<file path="src/verilog/intr_pkg.sv">
// interrupt unit types and constants
// source vectors are numbered from the msb end, bit 0 is the top priority
package intr_pkg;

	localparam int SRC_N = 32; // request sources in rz
	localparam int MASK_N = 10; // rm groups
	localparam int HW_N = 11; // level inputs

	typedef logic [0:SRC_N-1] src_vec_t; // one bit per source
	typedef logic [4:0] src_num_t; // source number 0..31
	typedef logic [0:MASK_N-1] mask_t; // rm
	typedef logic [0:15] word_t; // cpu data word w
	typedef logic [0:15] user_rz_t; // rz 0..11 then rz 28..31

	typedef enum logic [2:0] {
		OP_LOAD_MASK = 3'd0,
		OP_WRITE_RZ = 3'd1,
		OP_SOFT_INT = 3'd2,
		OP_ACCEPT = 3'd3,
		OP_RETURN = 3'd4
	} intr_op_t;

	// sources covered by each rm bit, source 0 sits in no group
	localparam src_vec_t MASK_GRP [MASK_N] = '{
		32'h4000_0000, 32'h2000_0000, 32'h1000_0000, 32'h0800_0000, // 1 2 3 4
		32'h07F0_0000, 32'h000C_0000, 32'h0003_0000, // 5..11 12..13 14..15
		32'h0000_FC00, 32'h0000_03F0, 32'h0000_000F // 16..21 22..27 28..31
	};
	// last (lowest priority) source of each group
	localparam src_num_t GRP_LAST [MASK_N] = '{
		5'd1, 5'd2, 5'd3, 5'd4, 5'd11, 5'd13, 5'd15, 5'd21, 5'd27, 5'd31
	};

	localparam src_num_t SRC_CPU_HIGH = 5'd3;
	localparam src_num_t SRC_CHAN_BASE = 5'd12;
	localparam src_num_t SRC_CPU_LOW = 5'd29;
	localparam src_num_t SRC_SOFT_HIGH = 5'd30;
	localparam src_num_t SRC_SOFT_LOW = 5'd31;
	localparam src_num_t SRC_UNUSED = 5'd11; // never set
	localparam int W_SOFT_HIGH = 14; // w bits of the soft interrupt op
	localparam int W_SOFT_LOW = 15;

	// hw_irq[i] lands on rz[HW_SRC[i]]
	localparam src_num_t HW_SRC [HW_N] = '{
		5'd0, 5'd1, 5'd2, 5'd4, 5'd5, 5'd6, 5'd7, 5'd8, 5'd9, 5'd10, 5'd11
	};

endpackage

</file>
<file path="src/verilog/io_pkg.sv">
// I/O bus types for interrupt reports
// rdt bits numbered from the msb end like the cpu word
package io_pkg;

	typedef logic [0:15] io_word_t; // rdt
	typedef logic [3:0] chan_num_t; // channel number

	// report field positions in rdt
	localparam int RDT_CPU = 15; // set: cpu-to-cpu report
	localparam int RDT_CPU_LOW = 0; // cpu report, low priority level
	localparam int RDT_CHAN_MSB = 11; // channel number field
	localparam int RDT_CHAN_LSB = 14;

endpackage
</file>
<file path="src/verilog/intr_cmd_if.sv">
// decoded register commands, decode to register bank
// one-cycle strobe, no back-pressure
`timescale 1ns/1ps

interface intr_cmd_if import intr_pkg::*; ();

	logic cmd_valid; // one cycle per command
	intr_op_t cmd_op; // what to do
	word_t cmd_data; // w captured with the strobe

	modport decode (
		output cmd_valid,
		output cmd_op,
		output cmd_data
	);

	modport regs (
		input cmd_valid,
		input cmd_op,
		input cmd_data
	);

endinterface

</file>
<file path="src/verilog/chan_irq_rx.sv">
// I/O bus interrupt report receiver
// latches channel and cpu-to-cpu reports, sets rz after the ack delay
`timescale 1ns/1ps

module chan_irq_rx import intr_pkg::*, io_pkg::*; #(
	parameter int DOK_TICKS = 3
) (
	input logic __clk,
	input logic rst_n,
	input logic io_strobe,
	input io_word_t io_data,
	output logic io_ack,
	output src_vec_t bus_set
);

	localparam int CNT_W = $clog2(DOK_TICKS + 1);

	typedef enum logic {IDLE, COUNT} rx_state_t;

	rx_state_t state;
	logic [CNT_W-1:0] cnt; // cycles since the strobe
	io_word_t rdt; // latched report
	chan_num_t chan;
	src_num_t rep_src;
	logic done; // last counting cycle

	assign done = (state == COUNT) && (cnt == CNT_W'(DOK_TICKS));
	assign chan = rdt[RDT_CHAN_MSB:RDT_CHAN_LSB];

	always_comb begin
		if (rdt[RDT_CPU]) rep_src = rdt[RDT_CPU_LOW] ? SRC_CPU_LOW : SRC_CPU_HIGH;
		else rep_src = SRC_CHAN_BASE + src_num_t'(chan);
		bus_set = '0;
		bus_set[rep_src] = done; // rz set on the ack edge
	end

	always_ff @(posedge __clk or negedge rst_n) begin
		if (!rst_n) begin
			state <= IDLE;
			cnt <= '0;
			io_ack <= 1'b0;
		end else begin
			io_ack <= done;
			case (state)
				IDLE: if (io_strobe) begin
					state <= COUNT;
					cnt <= CNT_W'(1);
				end
				COUNT: if (done) state <= IDLE;
				else cnt <= cnt + 1'b1;
				default: state <= IDLE;
			endcase
		end
	end

	always_ff @(posedge __clk) begin
		if (state == IDLE && io_strobe) rdt <= io_data;
	end

	// a report during the count is lost
	a_no_overlap: assert property (
		@(posedge __clk) disable iff (!rst_n)
		(state == COUNT) |-> !io_strobe
	);

endmodule

</file>
<file path="src/verilog/intr_decode.sv">
// interrupt command decode
// turns cpu op strobes into one-cycle register commands
`timescale 1ns/1ps

module intr_decode import intr_pkg::*; (
	input logic __clk,
	input logic rst_n,
	input logic op_strobe,
	input intr_op_t op_code,
	input word_t w,
	intr_cmd_if.decode cmd
);

	logic soft_nop; // soft int with no level selected

	// nothing to set, so no command goes out
	assign soft_nop = (op_code == OP_SOFT_INT) & ~w[W_SOFT_HIGH] & ~w[W_SOFT_LOW];

	always_ff @(posedge __clk or negedge rst_n) begin
		if (!rst_n) begin
			cmd.cmd_valid <= 1'b0;
		end else begin
			cmd.cmd_valid <= op_strobe & ~soft_nop; // single cycle
		end
	end

	// op and word only matter while cmd_valid is up
	always_ff @(posedge __clk) begin
		if (op_strobe) begin
			cmd.cmd_op <= op_code;
			cmd.cmd_data <= w;
		end
	end

	// cpu must only issue known operations
	a_op_legal: assert property (
		@(posedge __clk) disable iff (!rst_n)
		op_strobe |-> op_code inside {OP_LOAD_MASK, OP_WRITE_RZ, OP_SOFT_INT,
			OP_ACCEPT, OP_RETURN}
	);

endmodule

</file>
<file path="src/verilog/intr_regs.sv">
// interrupt register bank
// rz requests, rm group mask, rp service levels and the priority chain
`timescale 1ns/1ps

module intr_regs import intr_pkg::*; (
	input logic __clk,
	input logic rst_n,
	intr_cmd_if.regs cmd,
	input logic [0:HW_N-1] hw_irq,
	input src_vec_t bus_set,
	output logic irq,
	output user_rz_t bus_rz,
	output mask_t mask,
	output logic acc_valid,
	output logic acc_empty,
	output src_num_t acc_num
);

	src_vec_t rz, rz_nxt; // requests
	src_vec_t rp; // in service
	mask_t rm; // group mask
	src_vec_t imask, sz; // expanded mask, masked requests
	src_vec_t blocked; // at or below highest rp level
	src_vec_t rp_first; // highest level in service, one-hot
	logic sel_ok; // something eligible
	src_num_t sel_num;
	mask_t rm_clr;
	logic ld_cmd, wr_cmd, si_cmd, acc_cmd, ret_cmd;

	assign ld_cmd = cmd.cmd_valid & (cmd.cmd_op == OP_LOAD_MASK);
	assign wr_cmd = cmd.cmd_valid & (cmd.cmd_op == OP_WRITE_RZ);
	assign si_cmd = cmd.cmd_valid & (cmd.cmd_op == OP_SOFT_INT);
	assign acc_cmd = cmd.cmd_valid & (cmd.cmd_op == OP_ACCEPT);
	assign ret_cmd = cmd.cmd_valid & (cmd.cmd_op == OP_RETURN);

	always_comb begin
		imask = '0;
		imask[0] = 1'b1; // power fail is never masked
		for (int g = 0; g < MASK_N; g++) begin
			if (rm[g]) imask = imask | MASK_GRP[g];
		end
	end

	assign sz = rz & imask;
	assign irq = |sz;
	assign bus_rz = {rz[0:11], rz[28:31]}; // channels hidden from the cpu
	assign mask = rm;

	// priority chain stops at the first rp bit
	always_comb begin : p_chain
		logic blk;
		blk = 1'b0;
		sel_ok = 1'b0;
		sel_num = '0;
		for (int k = 0; k < SRC_N; k++) begin
			blk = blk | rp[k];
			blocked[k] = blk;
			if (!blk && sz[k] && !sel_ok) begin
				sel_ok = 1'b1;
				sel_num = src_num_t'(k);
			end
		end
	end

	assign rp_first = rp & ~{1'b0, blocked[0:SRC_N-2]};

	// groups holding the accepted source or anything below it
	always_comb begin
		for (int g = 0; g < MASK_N; g++) rm_clr[g] = (GRP_LAST[g] >= sel_num);
	end

	always_comb begin
		rz_nxt = rz;
		if (wr_cmd) begin
			rz_nxt[0:11] = cmd.cmd_data[0:11];
			rz_nxt[28:31] = cmd.cmd_data[12:15]; // channel bits untouched
		end
		if (si_cmd) begin
			rz_nxt[SRC_SOFT_HIGH] = rz_nxt[SRC_SOFT_HIGH] | cmd.cmd_data[W_SOFT_HIGH];
			rz_nxt[SRC_SOFT_LOW] = rz_nxt[SRC_SOFT_LOW] | cmd.cmd_data[W_SOFT_LOW];
		end
		if (acc_cmd && sel_ok) rz_nxt[sel_num] = 1'b0;
		// level inputs and bus reports win over any clear
		for (int i = 0; i < HW_N; i++) rz_nxt[HW_SRC[i]] = rz_nxt[HW_SRC[i]] | hw_irq[i];
		rz_nxt = rz_nxt | bus_set;
		rz_nxt[SRC_UNUSED] = 1'b0;
	end

	always_ff @(posedge __clk or negedge rst_n) begin
		if (!rst_n) begin
			rz <= '0;
			rm <= '0;
			rp <= '0;
			acc_valid <= 1'b0;
			acc_empty <= 1'b0;
			acc_num <= '0;
		end else begin
			rz <= rz_nxt;
			acc_valid <= acc_cmd;
			if (acc_cmd) begin
				acc_empty <= ~sel_ok;
				acc_num <= sel_num; // 0 when nothing eligible
			end
			if (ld_cmd) rm <= cmd.cmd_data[0:MASK_N-1];
			if (acc_cmd && sel_ok) begin
				rp[sel_num] <= 1'b1;
				rm <= rm & ~rm_clr;
			end
			if (ret_cmd) rp <= rp & ~rp_first; // release top level
		end
	end

	// a new service level always outranks the ones already held
	a_rp_nest: assert property (
		@(posedge __clk) disable iff (!rst_n)
		((rp & ~$past(rp)) & $past(blocked)) == '0
	);

endmodule

</file>
<file path="src/verilog/intr_unit.sv">
// interrupt unit top level
// decode, register bank, vector encoder and I/O bus report receiver
`timescale 1ns/1ps

module intr_unit import intr_pkg::*, io_pkg::*; #(
	parameter int DOK_TICKS = 3 // bus ack delay in cycles
) (
	input logic __clk,
	input logic rst_n,
	input logic op_strobe, // cpu side
	input intr_op_t op_code,
	input word_t w,
	input logic [0:HW_N-1] hw_irq, // level requests
	input logic io_strobe, // I/O bus
	input io_word_t io_data,
	output logic io_ack,
	output logic irq,
	output user_rz_t bus_rz,
	output mask_t mask,
	output logic vec_valid,
	output logic vec_empty,
	output src_num_t vec_num
);

	intr_cmd_if cmd_bus ();

	logic acc_valid;
	logic acc_empty;
	src_num_t acc_num;
	src_vec_t bus_set; // reported source, one cycle

	intr_decode u_decode (
		.__clk(__clk), .rst_n(rst_n),
		.op_strobe(op_strobe), .op_code(op_code), .w(w),
		.cmd(cmd_bus.decode)
	);

	intr_regs u_regs (
		.__clk(__clk), .rst_n(rst_n),
		.cmd(cmd_bus.regs), .hw_irq(hw_irq), .bus_set(bus_set),
		.irq(irq), .bus_rz(bus_rz), .mask(mask),
		.acc_valid(acc_valid), .acc_empty(acc_empty), .acc_num(acc_num)
	);

	intr_vector u_vector (
		.__clk(__clk), .rst_n(rst_n),
		.acc_valid(acc_valid), .acc_empty(acc_empty), .acc_num(acc_num),
		.vec_valid(vec_valid), .vec_empty(vec_empty), .vec_num(vec_num)
	);

	chan_irq_rx #(.DOK_TICKS(DOK_TICKS)) u_rx (
		.__clk(__clk), .rst_n(rst_n),
		.io_strobe(io_strobe), .io_data(io_data),
		.io_ack(io_ack), .bus_set(bus_set)
	);

endmodule

</file>
<file path="src/verilog/intr_vector.sv">
// interrupt vector register
// strobes the accepted source number to the cpu and holds it
`timescale 1ns/1ps

module intr_vector import intr_pkg::*; (
	input logic __clk,
	input logic rst_n,
	input logic acc_valid,
	input logic acc_empty,
	input src_num_t acc_num,
	output logic vec_valid,
	output logic vec_empty,
	output src_num_t vec_num
);

	// strobe follows the accept by one edge
	always_ff @(posedge __clk or negedge rst_n) begin
		if (!rst_n) begin
			vec_valid <= 1'b0;
		end else begin
			vec_valid <= acc_valid;
		end
	end

	// number and empty flag hold until the next accept
	// so a slow cpu can still read them
	always_ff @(posedge __clk or negedge rst_n) begin
		if (!rst_n) begin
			vec_empty <= 1'b0;
			vec_num <= '0;
		end else if (acc_valid) begin
			vec_empty <= acc_empty;
			vec_num <= acc_num;
		end
	end

	// accepts are separate cpu ops and never back to back
	a_vec_pulse: assert property (
		@(posedge __clk) disable iff (!rst_n)
		vec_valid |=> !vec_valid
	);

	// empty vector always carries number 0
	a_vec_empty: assert property (
		@(posedge __clk) disable iff (!rst_n)
		(vec_valid && vec_empty) |-> (vec_num == '0)
	);

endmodule

</file>
<file path="config.mk">
export PLATFORM = sky130hd
export DESIGN_NAME = intr_unit
export DESIGN_NICKNAME = d
export VERILOG_FILES = /design/src/verilog/intr_pkg.sv /design/src/verilog/io_pkg.sv /design/src/verilog/intr_cmd_if.sv /design/src/verilog/chan_irq_rx.sv /design/src/verilog/intr_decode.sv /design/src/verilog/intr_regs.sv /design/src/verilog/intr_unit.sv /design/src/verilog/intr_vector.sv
export SDC_FILE = /design/constraint.sdc
export NUM_CORES = 1
export LEC_CHECK = 0
export BUFFER_PORTS_ARGS = -buffer_cell sky130_fd_sc_hd__buf_2
export CAP_MARGIN = 30
export CORE_AREA = 2 2 137 139
export DETAILED_ROUTE_END_ITERATION = 8
export DIE_AREA = 0 0 139 141
export GPL_TIMING_DRIVEN = 0
export MAX_ROUTING_LAYER = met4
export RECOVER_POWER = 100
export SLEW_MARGIN = 20
export SYNTH_ARGS = -nofsm -noshare
export SYNTH_HDL_FRONTEND = slang
export SYNTH_SLANG_ARGS = --single-unit
</file>
<file path="constraint.sdc">
create_clock -name __clk -period 2.85 [get_ports __clk]
set_input_delay 0.1425 -clock __clk [delete_from_list [all_inputs] [get_ports __clk]]
set_output_delay 0.1425 -clock __clk [all_outputs]
set_load 0.01 [all_outputs]
</file>
==> metrics.txt, run 1 <==
Worst-path clk slew=60 ps; Post-DRT Antenna Nets=0; fill cell count=1626; leading area contributor after synthesis=dfrtp_1; HPWL after DPL=14500 µm; via count=6430; Reg2Reg Depth=13; Critical R2R Launch=u_regs.rp[19]$_DFFE_PN0P_; RSZ-0062 raised after global routing=true; Final Setup Violations=73; initial antenna violation count=0; IO buf count=71; Total Routing Usage GR=0.226; Syn Nets=704; routability cong.=slightly above 0.9; # DRC=0; Mapped Area=6270 µm²; Worst Path Buf+Inv=5; Pre-antenna DRT Iters=5; nets=between 900 and 1000; HP Start=hw_irq[4]; CTS tree=yes; Rel. slew slack=-0.291; Via density=5.83; Yosys cell types=87; Worst Hold Depth=3; Yosys Warn Count=0; combinational power share=0.535; Top-Level Pins=85; clock root buffer=clkbuf_16; CTS H-tree depth=4; Area Overhead vs Synth=46.8%; reg2reg end=u_regs.mask[8]$_DFFE_PN0P_; Main synth FF type=dfrtp_1; critical path endpoint category=flop; first-pass GRT wire length=approximately 33000 µm; Seq pwr share=0.239; Crit Path Class=flop to flop; CP Launch Type=flop; vias in the first global route=5899; power per cell area=~1000 nW/µm²; NetSw=between 0.003 and 0.004 W; Clock Power Share=0.226; Initial Utilization=0.343; die height=141 µm; Inserted Diodes=0; Fin Clk Skew=15.1 ps; final setup TNS=-23910 ps; Worst EP arrival=between 3000 and 4000 ps; Avg Inst Size Synth=roughly 9.6 µm²; FF-to-FF setup slack=-460 ps; slowest stage cell, crit path=or4_4; share of layout cells above drive strength 1=0.326; Required @ worst endpoint=3160 ps; gr ovfl total=0; setup ws final=-465 ps; P_int=0.00558 W; drt total wl=between 20000 and 25000 µm; Final Cycle Share=1.16; worst slew pin tran=1940 ps; maximum clock rate=302 MHz; Iter 0 DRT Violations=577; Core Rows=50; CTS Buffer Depth=2; CP max FO=6; Die ar.=slightly below 20000 µm²; peak per-stage delay on the critical path=between 500 and 600 ps; crit-path leading delay family=simple AND/OR/NAND/NOR gates; hold-critical path endpoint=u_regs.rz[26]$_DFF_PN0_; Synth async-reset ratio=0.793; run status=complete, but fails checks; Synth Instances=652; overall power=0.00956 W; most numerous cell in the Yosys netlist=dfrtp_1; Routed WL per cell=between 20 and 25 µm; failing checks=max-capacitance violations, max-slew violations, negative setup slack; die width=139 µm; Placed Cells=958; worst IR drop on VDD=671 µV; Seq/Total Area, Yosys=0.482; Area contributors post-synth=dfrtp_1 (37%), edfxtp_1 (11%), nand2_1 (5.1%), o21ai_0 (4.0%), o21ai_1 (2.6%); Max Cap Viol=1; clk sinks=116; Fin. Hold Viols=0; CTS buffer count=17; CP Cell Sequence=or4_4 > or3_4 > buf_12 > nor3_4 > nor4_4 > buf_4 > and2_4 > a221oi_4 > buf_12 > buf_6 > a21oi_4 > buf_6 > a221o_1; final-report max-slew violation count=38; CORE AREA=~18000 µm²; number of synthesized register bits=116; minimum clock period=3310 ps; largest net degree at the start of global routing=57; HP Class=primary input to flop; Final Non-Filler Cells=about 1100; Switching Share=0.416; P_leak=3.76 nW; Post-synth EDFFs=24; synth cell count leaders=dfrtp_1 (92), nand2_1 (85), o21ai_0 (50); clk_lat worst skew=430 ps; Synth top area share=0.367
-- stage by stage --
step	utilization	area (µm²)	hold WS, ps	setup slack (ps)
after floorplan	-	6350	-153	-218
after global placement	0.383	7000	319	-1300
after detailed placement	0.385	7040	67.4	-1260
after CTS	0.480	8770	4.53	-455
after global routing	0.504	9210	28.5	-549
final	0.504	9210	27.9	-465
-- state kept, by name (all words and copies together), names as in the netlist, 3 cells and up --
register / count
u_regs.mask: 10
u_regs.rp: 32
u_rx.rdt: 6
u_regs.acc_num: 5
u_decode.cmd.cmd_data: 15
u_vector.vec_num: 5
u_decode.cmd.cmd_op: 3
u_regs.rz: 31
-- power by group through the flow --
stage	registers, W	clock network (W)	logic [W]
2_1_floorplan	0.00224	0	0.00225
3_3_place_gp	0.00229	0	0.00310
3_5_place_dp	0.00229	0	0.00312
4_1_cts	0.00225	0.00220	0.00419
5_1_grt	0.00232	0.00227	0.00539
6_report	0.00228	0.00216	0.00511
-- cell usage in the layout, fill, tap and decap left out, drive strengths merged, types with 8 or more instances in the layout --
cell and instances:
a21o 12, a21oi 26, a22oi 8, buf 138
clkbuf 66, clkinv 8, dfrtp 92, dlygate4sd3 35
edfxtp 24, inv 19, nand2 85, nand2b 9
nand3 20, nand4 8, nor2 35, nor2b 17
nor3 15, nor4 12, o211ai 10, o21ai 83
o31ai 10, or4 9
-- area by class of cell --
class,count,area [µm²],area share
timing repair buffer,189,1490,0.161
tap,234,293,0.0318
inverter,19,71.3,0.00775
clock buffer,19,433,0.0470
buffer,31,246,0.0268
multi-input combinational,481,3500,0.380
clock inverter,13,158,0.0171
sequential,116,3020,0.328
-- kinds of logic after synthesis --
kind of cell | synth area share
muxes | 0.0237
and+or+nand+nor | 0.209
buffers and inverters | 0.0449
DFF | 0.482
other | 0.000598
adders and majority gates | 0.00399
AOI/OAI and AO/OA | 0.233
xor gates and xnor gates | 0.00279
-- worst min-delay path, stage by stage --
cell and delay (ps):
buf_2 90, a221o_1 110, a21o_1 80
-- worst max-delay path by stage --
| stage | start | endpoint | slack, ps | depth (start not counted) |
|---|---|---|---|---|
| finish | u_regs.rp[19]$_DFFE_PN0P_ | u_regs.mask[8]$_DFFE_PN0P_ | -460 | 13 |
| global route | u_regs.rp[19]$_DFFE_PN0P_ | u_regs.rz[17]$_DFF_PN0_ | -550 | 11 |
| CTS | u_regs.rp[30]$_DFFE_PN0P_ | u_regs.mask[8]$_DFFE_PN0P_ | -460 | 13 |
| detailed placement | u_regs.rp[31]$_DFFE_PN0P_ | u_regs.rz[30]$_DFF_PN0_ | -1260 | 10 |
| global placement | u_regs.rp[31]$_DFFE_PN0P_ | u_regs.rz[30]$_DFF_PN0_ | -1300 | 10 |
| floorplan | u_regs.rp[17]$_DFFE_PN0P_ | u_regs.rz[5]$_DFF_PN0_ | -220 | 11 |
-- metal layers --
layer / track usage / vias to the layer above / routed length, µm
met5: - / - / 0
met1: 0.288 / 3145 / 9190
met2: 0.347 / 338 / 10400
li1: - / 2848 / -
met4: 0.0999 / 0 / 1250
met3: 0.0503 / 99 / 1700
-- what timing repair did --
item,4_1_cts,5_1_grt
hold buffers,35,0
hold endpoints to repair,88,0
cloned,2,0
endpoints found under the setup margin,78,78
buffers inserted,47,33
gates resized for setup,79,61
pin swaps,45,33
(Power assumes the default switching activity.)
==> inputs of run 2 (changes only) <==
--- a/config.mk
+++ b/config.mk
@@ -12,6 +12,7 @@
 export DIE_AREA = 0 0 139 141
 export GPL_TIMING_DRIVEN = 0
 export MAX_ROUTING_LAYER = met4
+export PLACE_DENSITY = 0.56
 export RECOVER_POWER = 100
 export SLEW_MARGIN = 20
 export SYNTH_ARGS = -nofsm -noshare
==> metrics.txt, run 2 (same netlist as run 1, synthesis figures left out) <==
HPWL after DPL=15000 µm (+3.5%); clk_lat worst skew=430 ps (about the same); CP Launch Type=flop; critical path endpoint category=flop; post-place setup slack=-1330 ps (-64.5 ps); slowest stage cell, crit path=or4_4; IO buf count=71 (unchanged); Via density=5.77 (-1.1%); setup ws final=-416 ps (+48.7 ps); routability cong.=0.958 (+3.9%); CP dominant cell by count=buf_4; Final Cycle Share=1.15 (-0.0171); largest net degree at the start of global routing=48 (-16%); max FFs per register=32 (unchanged); Worst EP arrival=3570 ps (-60 ps); worst IR drop on VDD=629 µV (-6.2%); Crit Path Class=flop to flop; maximum clock rate=306 MHz (+1.5%); drt total wl=22100 µm (-1.8%); Pre-antenna DRT Iters=5 (unchanged); Worst-path clk slew=60 ps (about the same); Placed Cells=958 (unchanged); most common cell after layout, fill and taps aside=dfrtp_1; P_leak=3.67 nW (-2.3%); Largest Register=u_regs.rp; vias in the first global route=6053 (+2.6%); Area Overhead vs Synth=44.3%; via count=6293 (-2.1%); HP Class=primary input to flop; Worst Path Buf+Inv=4 (-1); Required @ worst endpoint=3160 ps (about the same); Initial Utilization=0.343 (unchanged); CTS buffer count=17 (unchanged); CTS Buffer Depth=2 (unchanged); Die ar.=19600 µm² (unchanged); fill cell count=1663 (+2.3%); nets=895 (-1.3%); Final Setup Violations=70 (-4.1%); CP max FO=6 (unchanged); crit-path leading delay family=simple AND/OR/NAND/NOR gates; overall power=0.00924 W (-3.4%); die width=139 µm (unchanged); Total Routing Usage GR=0.227 (+0.00139); CTS tree=yes; Post-DRT Antenna Nets=0 (unchanged); Inserted Diodes=0 (unchanged); clk sinks=116 (unchanged); power per cell area=1020 nW/µm² (-1.8%); Routed WL per cell=20.3 µm (-0.70%); initial antenna violation count=0 (unchanged); Max Cap Viol=0 (-1); minimum clock period=3270 ps (-48.7 ps); Fin Clk Skew=11.7 ps (-3.40 ps); Final Non-Filler Cells=1090 (-1.1%); peak per-stage delay on the critical path=550 ps (-20 ps); CP Cell Sequence=or4_4 > or3_4 > buf_4 > nor3_4 > nor4_4 > buf_4 > and2_4 > a221oi_4 > buf_4 > a21oi_4 > buf_6 > a221o_1; Fin. Hold Viols=0 (unchanged); biggest registers after layout=u_regs.rp x32, u_regs.rz x31, u_decode.cmd.cmd_data x15; # DRC=0 (unchanged); Top-Level Pins=85 (unchanged); final setup TNS=-19640 ps (+4270 ps); run status=complete, but fails checks; RSZ-0062 raised after global routing=true; Core Rows=50 (unchanged); Iter 0 DRT Violations=652 (+13%); CTS H-tree depth=4 (unchanged); share of layout cells above drive strength 1=0.325 (-0.00127); CORE AREA=18300 µm² (unchanged); gr ovfl total=0 (unchanged); failing checks=negative setup slack; Rel. slew slack=0.185 (+0.475); commonest cells after routing, fill and taps aside=dfrtp_1 (91), nand2_1 (83), buf_4 (48); first-pass GRT wire length=33400 µm (+1.4%); die height=141 µm (unchanged); worst slew pin tran=1220 ps (-713 ps); final-report max-slew violation count=0 (-100%); clock root buffer=clkbuf_16
==> run 2: cell types whose count changed in the layout (fill, tap and decap cells not counted), moves of 3 or more <==
cell	before	now
buf_12	7	4
dlygate4sd3_1	35	32
o21ai_2	22	25
clkbuf_2	1	4
o21ai_1	21	17
nor4_1	4	1
buf_4	53	48
buf_6	26	23
==> run 2: area by class of cell <==
cell class / count / area, µm² / share of cell area
inverters: 19 / 71.3 / 0.00788
plain buffers: 31 / 246 / 0.0272
clock buffers: 21 / 450 / 0.0498
flip-flops and latches: 116 / 3020 / 0.334
multi-input cells: 481 / 3530 / 0.390
well taps: 234 / 293 / 0.0323
clock inverters: 11 / 87.6 / 0.00968
repair buffers: 177 / 1350 / 0.149
==> run 2: routing by layer <==
metal | share of wire | vias to the layer above | track usage
li1 | - | 2823 | -
met1 | 0.41 | 3064 | 0.282
met2 | 0.47 | 330 | 0.354
met3 | 0.076 | 76 | 0.0506
met4 | 0.045 | 0 | 0.111
met5 | 0 | - | -
==> run 2: what timing repair did <==
action                     4_1_cts  5_1_grt
buffers inserted                47       28
hold buffers                    32        0
resized for setup               73       73
hold endpoints to repair        78        0
cloned                           2        0
setup endpoints to repair       78       77
pin swaps                       39       42
==> run 2: worst reg2reg max path, stage by stage (launching register included) <==
cell and delay, ps:
dfrtp_1 370, or4_4 550, or3_4 350, buf_4 200
nor3_4 240, nor4_4 70, buf_4 140, and2_4 160
a221oi_4 400, buf_4 190, a21oi_4 50, buf_6 120
a221o_1 310
==> run 2: worst paths after layout <==
| path | depth (start not counted) | slack [ps] | endpoint | startpoint |
|---|---|---|---|---|
| setup / recovery | 12 | -420 | u_regs.mask[8]$_DFFE_PN0P_ | u_regs.rp[19]$_DFFE_PN0P_ |
| hold / removal | 3 | 10 | u_rx.cnt[0]$_DFFE_PN0P_ | io_strobe |
| setup reg to reg | 12 | -420 | u_regs.mask[8]$_DFFE_PN0P_ | u_regs.rp[19]$_DFFE_PN0P_ |
| hold reg to reg | 0 | 370 | u_vector.vec_valid$_DFF_PN0_ | u_regs.acc_valid$_DFF_PN0_ |
| max in group asynchronous | 3 | 520 | u_regs.rz[21]$_DFF_PN0_ | rst_n |
| min in group asynchronous | 2 | 520 | u_regs.rp[13]$_DFFE_PN0P_ | rst_n |
==> run 2: report_power, final <==
part	internal, W	switching (W)	total [W]
registers	0.00198	0.000306	0.00229
logic	0.00216	0.00282	0.00498
clock network	0.00120	0.000762	0.00197
==> run 2: stage by stage <==
stage / util / hold WS, ps / area (µm²)
CTS: 0.472 / 14.9 / 8630
detailed placement: 0.385 / 120 / 7040
global route: 0.495 / 34.7 / 9050
finish: 0.495 / 12.0 / 9050
global placement: 0.383 / 320 / 7000
floorplan: - / -153 / 6350
==> inputs of run 3 (changes only) <==
--- a/config.mk
+++ b/config.mk
@@ -12,7 +12,7 @@
 export DIE_AREA = 0 0 139 141
 export GPL_TIMING_DRIVEN = 0
 export MAX_ROUTING_LAYER = met4
-export PLACE_DENSITY = 0.56
+export PLACE_DENSITY_LB_ADDON = 0.15
 export RECOVER_POWER = 100
 export SLEW_MARGIN = 20
 export SYNTH_ARGS = -nofsm -noshare
==> metrics.txt, run 3 (same netlist as run 1, synthesis figures left out) <==
first-pass GRT wire length=35000 µm (+4.6%); share of layout cells above drive strength 1=0.340 (+0.0155); NetSw=0.00417 W (+7.2%); Hold Slack=19.0 ps (+7.01 ps); post-place setup slack=-1330 ps (-3.82 ps); P_leak=3.76 nW (+2.3%); Seq pwr share=0.230 (-0.018); vias in the first global route=6243 (+3.1%); clk sinks=116 (unchanged); maximum clock rate=301 MHz (-1.7%); Core Rows=50 (unchanged); slowest stage cell, crit path=or4_4; Fin Clk Skew=8.05 ps (-3.64 ps); Pre-antenna DRT Iters=8 (+3); worst IR drop on VDD=722 µV (+15%); CTS buffer count=17 (unchanged); failing checks=max-capacitance violations, max-slew violations, negative setup slack; Initial Utilization=0.343 (unchanged); Final Cycle Share=1.17 (+0.0193); HP Class=primary input to flop; power per cell area=1070 nW/µm² (+5.2%); final-report max-slew violation count=36 (+36); HPWL after DPL=15300 µm (+2.1%); Required @ worst endpoint=3210 ps (+50 ps); initial antenna violation count=0 (unchanged); Worst-path clk slew=60 ps (about the same); Final Setup Violations=73 (+4.3%); Inserted Diodes=0 (unchanged); Clock Power Share=0.223 (+0.010); clk_lat worst skew=420 ps (about the same); most common cell after layout, fill and taps aside=dfrtp_1; Routed WL per cell=21.1 µm (+4.0%); Placement Cell Area=7050 µm² (+0.11%); CTS Buffer Depth=2 (unchanged); minimum clock period=3320 ps (+55.0 ps); Crit Path Class=flop to flop; Worst Path Buf+Inv=3 (-1); drt total wl=23200 µm (+4.8%); Post-DRT Antenna Nets=0 (unchanged); Max Cap Viol=1 (+1); CORE AREA=18300 µm² (unchanged); gr ovfl total=0 (unchanged); Iter 0 DRT Violations=583 (-11%); crit-path leading delay family=simple AND/OR/NAND/NOR gates; nets=903 (+0.89%); Largest Register=u_regs.rp; peak per-stage delay on the critical path=530 ps (-20 ps); Fin. Hold Viols=0 (unchanged); combinational power share=0.547 (+0.008); Via density=5.71 (-1.1%); CP Launch Type=flop; P_int=0.00579 W (+8.2%); via count=6270 (-0.37%); CTS H-tree depth=4 (unchanged); CP max FO=8 (+2); CTS tree=yes; RSZ-0062 raised after global routing=true; Worst EP arrival=3680 ps (+110 ps); Switching Share=0.419 (-0.00224); commonest cells after routing, fill and taps aside=dfrtp_1 (92), nand2_1 (82), buf_4 (55); Top-Level Pins=85 (unchanged); Placed Cells=959 (+0.10%); setup ws final=-471 ps (-55.0 ps); routability cong.=0.932 (-2.7%); Area Overhead vs Synth=47.8%; CP Cell Sequence=or4_4 > buf_6 > nand4bb_4 > buf_12 > nor2_4 > a21oi_2 > or3_4 > a221o_4 > buf_4 > nor3_4 > a22o_1; Final Non-Filler Cells=1098 (+0.73%); Rel. slew slack=-0.281 (-0.466); max FFs per register=32 (unchanged); biggest registers after layout=u_regs.rp x32, u_regs.rz x31, u_decode.cmd.cmd_data x15; die height=141 µm (unchanged); die width=139 µm (unchanged); Total Routing Usage GR=0.239 (+0.0114); Die ar.=19600 µm² (unchanged); IO buf count=71 (unchanged); fin area=9270 µm² (+2.4%); clock root buffer=clkbuf_16; run status=complete, but fails checks; worst slew pin tran=1920 ps (+699 ps); largest net degree at the start of global routing=59 (+23%); # DRC=0 (unchanged); critical path endpoint category=flop
[run 3: worst register-to-register path, delay by kind of cell (launching register included)]
kind | cells | cell delay, ps
buf+inv | 3 | 520
compound gates | 3 | 740
simple gates | 5 | 1630
flops | 1 | 370
[run 3: what timing repair did]
item | in CTS | in global routing
gates cloned | 3 | 0
buffers inserted | 44 | 37
pin swaps | 43 | 32
setup endpoints to repair | 78 | 74
endpoints found under the hold margin | 67 | 0
gates resized for setup | 98 | 63
hold buffers | 33 | 0
[run 3: power groups by stage]
| stage | logic (W) | clock network [W] | registers (W) |
|---|---|---|---|
| 2_1_floorplan | 0.00225 | 0 | 0.00224 |
| 3_3_place_gp | 0.00313 | 0 | 0.00228 |
| 3_5_place_dp | 0.00319 | 0 | 0.00230 |
| 4_1_cts | 0.00448 | 0.00225 | 0.00227 |
| 5_1_grt | 0.00574 | 0.00233 | 0.00232 |
| 6_report | 0.00545 | 0.00222 | 0.00229 |
[run 3: layer usage]
layer	routed length, µm	share of wire	track usage
met5	0	0	-
met4	784	0.034	0.0914
met3	1510	0.065	0.0513
met2	11100	0.48	0.380
met1	9770	0.42	0.301
[run 3: layout make-up]
type                    instances  area, µm²
clock inverters                15        183
plain buffers                  32        267
well taps                     234        293
repair buffers                184       1410
clock buffers                  17        425
fillers                      1623       9000
multi-input cells             481       3600
flip-flops and latches        116       3020
inverters                      19       73.8
[run 3: metrics by stage]
step	power (W)	setup TNS, ps	utilization
after floorplan	0.00450	-7930	-
after global placement	0.00541	-50680	0.383
after detailed placement	0.00549	-53770	0.386
after CTS	0.00899	-24160	0.485
after global routing	0.0104	-49910	0.508
final	0.00995	-26170	0.508
[run 3: worst paths after layout]
check	start	endpoint	slack, ps	depth (start not counted)
max	u_regs.rp[31]$_DFFE_PN0P_	u_regs.rp[1]$_DFFE_PN0P_	-470	11
min	hw_irq[7]	u_regs.rz[23]$_DFF_PN0_	20	3
max reg2reg	u_regs.rp[31]$_DFFE_PN0P_	u_regs.rp[1]$_DFFE_PN0P_	-470	11
min reg2reg	u_regs.acc_valid$_DFF_PN0_	u_vector.vec_valid$_DFF_PN0_	370	0
max in group asynchronous	rst_n	u_regs.rp[3]$_DFFE_PN0P_	170	3
min in group asynchronous	rst_n	u_regs.rp[14]$_DFFE_PN0P_	790	2
